`config.mk`:
```
export PLATFORM = sky130hd
export DESIGN_NAME = ahb_input_stage
export DESIGN_NICKNAME = d
export VERILOG_FILES = /design/src/ahb_in_pkg.sv /design/src/ahb_hold_if.sv /design/src/ahb_pend_ctrl.sv /design/src/ahb_hold_reg.sv /design/src/ahb_burst_fix.sv /design/src/ahb_input_stage.sv
export SDC_FILE = /design/constraint.sdc
export NUM_CORES = 1
export LEC_CHECK = 0
export BUFFER_PORTS_ARGS = -buffer_cell sky130_fd_sc_hd__buf_4
export CORE_ASPECT_RATIO = 0.7
export CORE_MARGIN = 2
export CORE_UTILIZATION = 30
export DETAILED_ROUTE_END_ITERATION = 8
export PLACE_DENSITY_LB_ADDON = 0.08
export SYNTH_ARGS = -nofsm -noshare
export SYNTH_HDL_FRONTEND = slang
export SYNTH_SLANG_ARGS = --single-unit
```
`constraint.sdc`:
```
create_clock -name HCLK -period 2.5 [get_ports HCLK]
set_input_delay 0.75 -clock HCLK [delete_from_list [all_inputs] [get_ports HCLK]]
set_output_delay 0.75 -clock HCLK [all_outputs]
set_load 0.01 [all_outputs]
```
`src/ahb_in_pkg.sv`:
```
// AHB input stage package with bus encodings, field widths and the transfer struct
package ahb_in_pkg;

  // ----------------------------------------
  // Field widths
  // ----------------------------------------
  localparam int ADDR_W   = 32;  // HADDR
  localparam int TRANS_W  = 2;   // HTRANS
  localparam int SIZE_W   = 3;   // HSIZE
  localparam int BURST_W  = 3;   // HBURST
  localparam int PROT_W   = 4;   // HPROT
  localparam int MASTER_W = 4;   // HMASTER
  localparam int RESP_W   = 2;   // HRESP

  // ----------------------------------------
  // Encodings
  // ----------------------------------------
  // Transfer type, bit 1 marks an active transfer
  typedef enum logic [TRANS_W-1:0] {
    TRN_IDLE   = 2'b00,  // No transfer
    TRN_BUSY   = 2'b01,  // Master inserting a wait in a burst
    TRN_NONSEQ = 2'b10,  // First beat or single
    TRN_SEQ    = 2'b11   // Following beat of a burst
  } trn_t;

  // Burst type
  typedef enum logic [BURST_W-1:0] {
    BUR_SINGLE = 3'b000,
    BUR_INCR   = 3'b001,  // Undefined length
    BUR_WRAP4  = 3'b010,
    BUR_INCR4  = 3'b011,
    BUR_WRAP8  = 3'b100,
    BUR_INCR8  = 3'b101,
    BUR_WRAP16 = 3'b110,
    BUR_INCR16 = 3'b111
  } bur_t;

  // Slave responses in use
  localparam logic [RESP_W-1:0] RSP_OKAY  = 2'b00;
  localparam logic [RESP_W-1:0] RSP_ERROR = 2'b01;

  // ----------------------------------------
  // Address phase bundle
  // ----------------------------------------
  // Everything the master drives in the address phase, except HSEL
  typedef struct packed {
    trn_t                trans;     // HTRANS
    logic [ADDR_W-1:0]   addr;      // HADDR
    logic                write;     // HWRITE
    logic [SIZE_W-1:0]   size;      // HSIZE
    bur_t                burst;     // HBURST
    logic [PROT_W-1:0]   prot;      // HPROT
    logic [MASTER_W-1:0] master;    // HMASTER
    logic                mastlock;  // HMASTLOCK
  } ahb_ctrl_t;

endpackage

```
`src/ahb_hold_if.sv`:
```
// Hold control bundle shared by the pending controller and the datapath blocks
interface ahb_hold_if;

  // Strobes from the pending controller
  logic load;    // Accepted address phase, capture it
  logic pend;    // Transfer waiting in the holding register

  // Levels from the bus side
  logic hready;  // HREADY of the input port
  logic active;  // Output stage is taking this port

  // ----------------------------------------
  // Views
  // ----------------------------------------
  // Controller owns load and pend
  modport ctl (
    output load,
    output pend,
    input  hready,
    input  active
  );

  // Datapath blocks only look
  modport user (
    input load,
    input pend,
    input hready,
    input active
  );

endinterface

```
`src/ahb_pend_ctrl.sv`:
```
// Pending transfer controller with load strobe, data phase flag and response mux
module ahb_pend_ctrl
  import ahb_in_pkg::*;
(
  input  logic              HCLK,
  input  logic              HRESETn,
  input  logic              hsel,         // Port select from the master
  input  trn_t              trans,        // Raw transfer type
  ahb_hold_if.ctl           hold,
  input  logic              readyout_ip,  // Ready from the shared slave
  input  logic [RESP_W-1:0] resp_ip,      // Response from the shared slave
  output logic              held_tran,    // Request to the output stage
  output logic              hreadyout,    // Ready back to the master
  output logic [RESP_W-1:0] hresp         // Response back to the master
);

  logic addr_valid;  // Active address phase on this port
  logic data_valid;  // Data phase of an accepted transfer
  logic pend_q;      // Held transfer not yet completed
  logic pend_next;

  // ----------------------------------------
  // Address phase strobes
  // ----------------------------------------
  assign addr_valid = hsel & trans[1];          // NONSEQ or SEQ only
  assign hold.load  = addr_valid & hold.hready;  // Master moved on, capture

  // Data phase flag, frozen while the bus is stalled
  always_ff @(posedge HCLK)
  begin
    if (!HRESETn)
      data_valid <= 1'b0;
    else if (hold.hready)
      data_valid <= addr_valid;
  end

  // ----------------------------------------
  // Pending transfer
  // ----------------------------------------
  // Set has priority over clear
  always_comb
  begin
    if (hold.load && !hold.active)
      pend_next = 1'b1;                // Output stage busy elsewhere
    else if (hold.active && readyout_ip)
      pend_next = 1'b0;                // Slave finished the replay
    else
      pend_next = pend_q;
  end

  always_ff @(posedge HCLK)
  begin
    if (!HRESETn)
      pend_q <= 1'b0;
    else
      pend_q <= pend_next;
  end

  assign hold.pend = pend_q;
  assign held_tran = hold.load | pend_q;  // Direct or replayed request

  // ----------------------------------------
  // Response mux
  // ----------------------------------------
  always_comb
  begin
    if (!data_valid)
    begin
      hreadyout = 1'b1;   // Idle, busy or unselected
      hresp     = RSP_OKAY;
    end
    else if (pend_q)
    begin
      hreadyout = 1'b0;   // Stall until replay completes
      hresp     = RSP_OKAY;
    end
    else
    begin
      hreadyout = readyout_ip;
      hresp     = resp_ip;
    end
  end

  // Held transfer keeps its data phase open so the stall stays visible
  a_pend_in_data : assert property (@(posedge HCLK) disable iff (!HRESETn)
    pend_q |-> data_valid);

endmodule

```
`src/ahb_hold_reg.sv`:
```
// Holding register for the address phase and the held/direct select mux
module ahb_hold_reg
  import ahb_in_pkg::*;
(
  input  logic      HCLK,
  input  logic      HRESETn,
  ahb_hold_if.user  hold,
  input  logic      hsel,       // Port select from the master
  input  ahb_ctrl_t in_ctrl,    // Raw address phase
  output logic      sel_ip,     // Select towards the output stage
  output ahb_ctrl_t cur,        // Selected address phase
  output trn_t      src_trans   // Transfer type before the NONSEQ rewrite
);

  ahb_ctrl_t hold_q;  // Captured address phase

  // ----------------------------------------
  // Capture
  // ----------------------------------------
  // Loaded on every accepted transfer, only read back while pend is set
  always_ff @(posedge HCLK)
  begin
    if (hold.load)
      hold_q <= in_ctrl;
  end

  // ----------------------------------------
  // Output select
  // ----------------------------------------
  always_comb
  begin
    if (hold.pend)
    begin
      sel_ip    = 1'b1;          // Replay always selects the slave
      cur       = hold_q;
      cur.trans = TRN_NONSEQ;    // Replay starts a fresh transfer
      src_trans = hold_q.trans;  // Keep burst history for the fixup
    end
    else
    begin
      sel_ip    = hsel;          // Straight through
      cur       = in_ctrl;
      src_trans = in_ctrl.trans;
    end
  end

  // ----------------------------------------
  // Checks
  // ----------------------------------------
  // Held transfer is not overwritten while it is replayed
  a_no_load_in_pend : assert property (@(posedge HCLK) disable iff (!HRESETn)
    hold.pend |-> !hold.load);

  // Replay starts with the address accepted on the cycle before
  a_replay_addr : assert property (@(posedge HCLK) disable iff (!HRESETn)
    $rose(hold.pend) |-> (cur.addr == $past(in_ctrl.addr)) &&
                         (cur.write == $past(in_ctrl.write)));

endmodule

```
`src/ahb_burst_fix.sv`:
```
// Early burst termination and wrap boundary fixup of HTRANS and HBURST
module ahb_burst_fix
  import ahb_in_pkg::*;
(
  input  logic      HCLK,
  input  logic      HRESETn,
  ahb_hold_if.user  hold,
  input  ahb_ctrl_t in_ctrl,    // Raw address phase
  input  ahb_ctrl_t cur,        // Selected address phase
  input  trn_t      src_trans,  // Untouched type of the selected transfer
  output trn_t      trans_ip,   // HTRANS to the output stage
  output bur_t      burst_ip    // HBURST to the output stage
);

  logic       override_q;     // Burst broken off, finish it as INCR
  logic       override_next;
  logic [3:0] offset_addr;    // Beat index within a 16 beat window
  logic [3:0] check_addr;     // Ones above the wrap length
  logic       bound_next;     // Last beat before the wrap point
  logic       bound_en;
  logic       bound_q;

  // ----------------------------------------
  // Early burst termination
  // ----------------------------------------
  always_comb
  begin
    if ((in_ctrl.trans == TRN_NONSEQ) || (in_ctrl.trans == TRN_IDLE))
      override_next = 1'b0;                   // New burst or none
    else if ((in_ctrl.trans == TRN_SEQ) && hold.load && !hold.active)
      override_next = 1'b1;                   // Burst cut by the arbiter
    else
      override_next = override_q;
  end

  always_ff @(posedge HCLK)
  begin
    if (!HRESETn)
      override_q <= 1'b0;
    else if (hold.hready)
      override_q <= override_next;
  end

  // ----------------------------------------
  // Wrap boundary detection
  // ----------------------------------------
  // Address bits that count beats for the transfer size
  always_comb
  begin
    case (in_ctrl.size)
      3'b000:  offset_addr = in_ctrl.addr[3:0];  // Byte
      3'b001:  offset_addr = in_ctrl.addr[4:1];  // Halfword
      3'b010:  offset_addr = in_ctrl.addr[5:2];  // Word
      3'b011:  offset_addr = in_ctrl.addr[6:3];  // Doubleword
      default: offset_addr = in_ctrl.addr[3:0];  // 128 bits and wider
    endcase
  end

  // Pad unused index bits with ones so only the wrap beat matches
  always_comb
  begin
    case (in_ctrl.burst)
      BUR_WRAP4:  check_addr = {2'b11, offset_addr[1:0]};
      BUR_WRAP8:  check_addr = {1'b1, offset_addr[2:0]};
      BUR_WRAP16: check_addr = offset_addr;
      default:    check_addr = 4'b0000;  // Incrementing bursts never wrap
    endcase
  end

  assign bound_next = (check_addr == 4'b1111);
  assign bound_en   = in_ctrl.trans[1] & hold.hready;  // Active beat taken

  always_ff @(posedge HCLK)
  begin
    if (!HRESETn)
      bound_q <= 1'b0;
    else if (bound_en)
      bound_q <= bound_next;
  end

  // ----------------------------------------
  // Output rewrite
  // ----------------------------------------
  // SEQ becomes NONSEQ and BUSY becomes IDLE across the wrap point
  assign trans_ip = (override_q && bound_q) ? trn_t'({cur.trans[1], 1'b0})
                                            : cur.trans;

  // Rest of a broken burst carries on as undefined length
  assign burst_ip = (override_q && (src_trans != TRN_NONSEQ)) ? BUR_INCR
                                                              : cur.burst;

  // Override only starts when the cut beat went into the holding register
  a_ovr_with_pend : assert property (@(posedge HCLK) disable iff (!HRESETn)
    $rose(override_q) |-> hold.pend);

endmodule

```
`src/ahb_input_stage.sv`:
```
// AHB bus matrix input stage that holds transfers the output stage cannot take
module ahb_input_stage
  import ahb_in_pkg::*;
(
  input  logic                HCLK,
  input  logic                HRESETn,

  // Master side address phase
  input  logic                hsel_s,
  input  logic [ADDR_W-1:0]   haddr_s,
  input  logic [TRANS_W-1:0]  htrans_s,
  input  logic                hwrite_s,
  input  logic [SIZE_W-1:0]   hsize_s,
  input  logic [BURST_W-1:0]  hburst_s,
  input  logic [PROT_W-1:0]   hprot_s,
  input  logic [MASTER_W-1:0] hmaster_s,
  input  logic                hmastlock_s,
  input  logic                hready_s,

  // Output stage feedback
  input  logic                active_ip,
  input  logic                readyout_ip,
  input  logic [RESP_W-1:0]   resp_ip,

  // Master side response
  output logic                hreadyout_s,
  output logic [RESP_W-1:0]   hresp_s,

  // Towards the output stage
  output logic                sel_ip,
  output logic [ADDR_W-1:0]   addr_ip,
  output logic [TRANS_W-1:0]  trans_ip,
  output logic                write_ip,
  output logic [SIZE_W-1:0]   size_ip,
  output logic [BURST_W-1:0]  burst_ip,
  output logic [PROT_W-1:0]   prot_ip,
  output logic [MASTER_W-1:0] master_ip,
  output logic                mastlock_ip,
  output logic                held_tran_ip
);

  ahb_ctrl_t in_ctrl;    // Packed master fields
  ahb_ctrl_t cur;        // Held or direct transfer
  trn_t      src_trans;  // Type before the replay rewrite

  ahb_hold_if hold ();

  assign hold.hready = hready_s;
  assign hold.active = active_ip;

  // ----------------------------------------
  // Pack master side
  // ----------------------------------------
  assign in_ctrl.trans    = trn_t'(htrans_s);
  assign in_ctrl.addr     = haddr_s;
  assign in_ctrl.write    = hwrite_s;
  assign in_ctrl.size     = hsize_s;
  assign in_ctrl.burst    = bur_t'(hburst_s);
  assign in_ctrl.prot     = hprot_s;
  assign in_ctrl.master   = hmaster_s;
  assign in_ctrl.mastlock = hmastlock_s;

  // ----------------------------------------
  // Blocks
  // ----------------------------------------
  ahb_pend_ctrl u_pend_ctrl (
    .HCLK        (HCLK),
    .HRESETn     (HRESETn),
    .hsel        (hsel_s),
    .trans       (in_ctrl.trans),
    .hold        (hold),
    .readyout_ip (readyout_ip),
    .resp_ip     (resp_ip),
    .held_tran   (held_tran_ip),
    .hreadyout   (hreadyout_s),
    .hresp       (hresp_s)
  );

  ahb_hold_reg u_hold_reg (
    .HCLK      (HCLK),
    .HRESETn   (HRESETn),
    .hold      (hold),
    .hsel      (hsel_s),
    .in_ctrl   (in_ctrl),
    .sel_ip    (sel_ip),
    .cur       (cur),
    .src_trans (src_trans)
  );

  ahb_burst_fix u_burst_fix (
    .HCLK      (HCLK),
    .HRESETn   (HRESETn),
    .hold      (hold),
    .in_ctrl   (in_ctrl),
    .cur       (cur),
    .src_trans (src_trans),
    .trans_ip  (trans_ip),
    .burst_ip  (burst_ip)
  );

  // Unpack towards the output stage, trans and burst come from the fixup
  assign addr_ip     = cur.addr;
  assign write_ip    = cur.write;
  assign size_ip     = cur.size;
  assign prot_ip     = cur.prot;
  assign master_ip   = cur.master;
  assign mastlock_ip = cur.mastlock;

endmodule

```
==> impl_metrics.tcl <==
set metrics [dict create \
    synth_area_leaders "edfxtp_1 (60%), mux2_2 (20%), dfxtp_1 (3.2%)" \
    synth_ff_type "edfxtp_1" \
    postSynth.asyncResetShare 0 \
    maxCapViolCount 0 \
    drt-wirelength-per-cell_um 15.21 \
    fillers 755 \
    setup_viol 0 \
    dp.cells 372 \
    htreeDepth 2 \
    clk_latency_ps 280 \
    multiInputGateArea_um2 818.3 \
    internal-power_mw 1.581 \
    ff_latch_area_um2 1583 \
    combPwrFrac 0.156 \
    cts_tree "done" \
    dr.pass1.iters 6 \
    drt_iter0_markers 65 \
    maxSlewViolCount 0 \
    ir_drop_mv 0.2650 \
    vias 1757 \
    netlist.top_cell.by_area "edfxtp_1" \
    instances_no_fill 380 \
    totalWireLength_um 5780 \
    r2r_slack_ps 1600 \
    vias_per_cell 4.624 \
    layout-drive-gt1-share 0.6201 \
    die_area_um2 9065 \
    hpwlAfterDp_um 4196 \
    hold_viol 0 \
    synth-compound-area-share 0.04618 \
    ant_nets 0 \
    antenna_found_initial 0 \
    num_antenna_cells 0 \
    p_per_area_nw_per_um2 566.3 \
    synthMuxAreaShare 0.2149 \
    synth_cell_type_count 31 \
    place_congestion 0.7653 \
    finalClockSkew_ps 0 \
    max_slew_margin 0.7600 \
    synth_enable_flop_cells 50 \
    netlist_area_um2 2492 \
    grt.total_usage 0.1299 \
    die_x_um 112.9 \
    ioPinCount 113 \
    pre_cts_ws_ps 63.49 \
    seqPwrFrac 0.513 \
    whs_ps 520.7 \
    worst-setup-path-type "primary input to output pin" \
    final_common_cell "buf_4" \
    post_cts_buffers 0 \
    period_share 0.9751 \
    cp-end-kind "output pin" \
    cts_hold_buf 0 \
    final_cell_area_um2 3586 \
    swShare 0.2215 \
    grt_pass1_vias 1758 \
    cp-start-kind "primary input" \
    ys_warn_count 0 \
    synth_top_family_by_area "multiplexers" \
    layout.nets 336 \
    drc 7 \
    cp.required_ps 1750 \
    placed_area_um2 3445 \
    p_leak_nw 1.437 \
    clkTransAtPathRegs_ps 70 \
    path_max_fanout 6 \
    worst_pin_slew_ps 360.1 \
    core_um2 7973 \
    netlist.area_leader.share 0.6024 \
    syn2layout_area_growth_pct 43.88 \
    p_sw_uw 449.8 \
    fp.dieH_um 80.26 \
    ctsResizeCount 0 \
    portBuffers 112 \
    cp_data_arrival_time_ps 1690 \
    cts_root_buf "clkbuf_16" \
    synth-xor-area-share 0 \
    start_util 0.3126 \
    timing.fmax_mhz 410.2 \
    grt_pass1_wl_um 9149 \
    std_cell_rows 27 \
    pwr-share-clk 0.331 \
    syn_inst 162 \
    violations "DRC" \
    grt_max_degree 42 \
    hp-class "flop to flop" \
    cts_max_path_buffers 2 \
    rsz0062_at_grt "false" \
    grt-ovfl-total 0 \
    syn_avg_cell_area_um2 15.39 \
    layout_common_cells "buf_4 (116), edfxtp_1 (50), mux2_2 (44)" \
    synth_fp_nets 220 \
    min_period_ps 2438 \
    tns_ps 0 \
    cts-buffers-inserted 5 \
    ys_seq_elements 54 \
    synth_simple_gate_area_frac 0.06727 \
    synth_fa_ha_area_frac 0 \
    status "finished with violations" \
    setup_slack_ps 62.35 \
    seq_area_frac_synth 0.6345 \
    cts.sink_count 54 \
]
-- power groups by stage --
| stage | sequential [mW] | clock [mW] | combinational [mW] |
|---|---|---|---|
| global placement | 1.06 | 0 | 0.319 |
| global route | 1.05 | 0.733 | 0.343 |
| CTS | 1.04 | 0.697 | 0.321 |
| floorplan | 1.06 | 0 | 0.132 |
| detailed placement | 1.06 | 0 | 0.320 |
| finish | 1.04 | 0.672 | 0.316 |
-- logic make-up (layout without fill, tap and decap cells) --
| family | after synthesis | in the layout |
|---|---|---|
| muxes | 48 | 48 |
| buffers and inverters | 15 | 132 |
| AOI/OAI and AO/OA | 17 | 17 |
| and+or+nand+nor | 28 | 28 |
| DFF | 54 | 54 |
-- path summary, 6_finish.rpt --
| path | start | cells past startpoint | end |
|---|---|---|---|
| worst max register to register | u_pend_ctrl.hold.pend | 3 | u_pend_ctrl.hold.pend |
| worst min-delay path | u_pend_ctrl.data_valid | 2 | u_pend_ctrl.data_valid |
| worst max-delay path | htrans_s[1] | 5 | burst_ip[0] |
| worst min register to register | u_pend_ctrl.data_valid | 2 | u_pend_ctrl.data_valid |
-- registers in the layout (all words and copies together) (netlist names) --
register                cells
u_pend_ctrl.data_valid      1
u_hold_reg.hold_q          50
u_burst_fix.bound_q         1
u_pend_ctrl.hold.pend       1
u_burst_fix.override_q      1
-- layout make-up --
| type | count | share of cell area |
|---|---|---|
| flip-flops and latches | 54 | 0.4414 |
| repair buffers | 117 | 0.2484 |
| multi-input cells | 93 | 0.2282 |
| well taps | 101 | 0.03524 |
| clock buffers | 5 | 0.03489 |
| inverters | 7 | 0.007327 |
| clock inverters | 3 | 0.004536 |
-- critical path: stages --
cell and delay [ps]:
buf_4 110, inv_1 40, o311a_1 350, a211o_1 290
buf_4 150
-- routing by layer --
metal  global-route usage  part of all wire
met1               0.1809              0.47
met2               0.2000              0.45
met3              0.03245             0.070
met4              0.04024             0.010
met5                    0                 0
-- through the flow --
step           utilization  total power [mW]
2_1_floorplan            -             1.191
3_3_place_gp        0.4320             1.380
3_5_place_dp        0.4320             1.383
4_1_cts             0.4498             2.061
5_1_grt             0.4498             2.122
6_report            0.4498             2.031
-- synth_stat cells (2+ instances only) --
cell and n:
dfxtp_1 4, inv_1 7, a21oi_1 4, buf_2 2
edfxtp_1 50, nand3_1 2, nor2_1 3, nand3b_1 3
mux2i_1 4, nand2_1 5, o21ai_0 4, and3b_1 2
nor2b_1 6, buf_6 4, nand4b_1 2, or2_2 2
mux2_2 44
No activity file was read; power rests on OpenSTA's default activity.
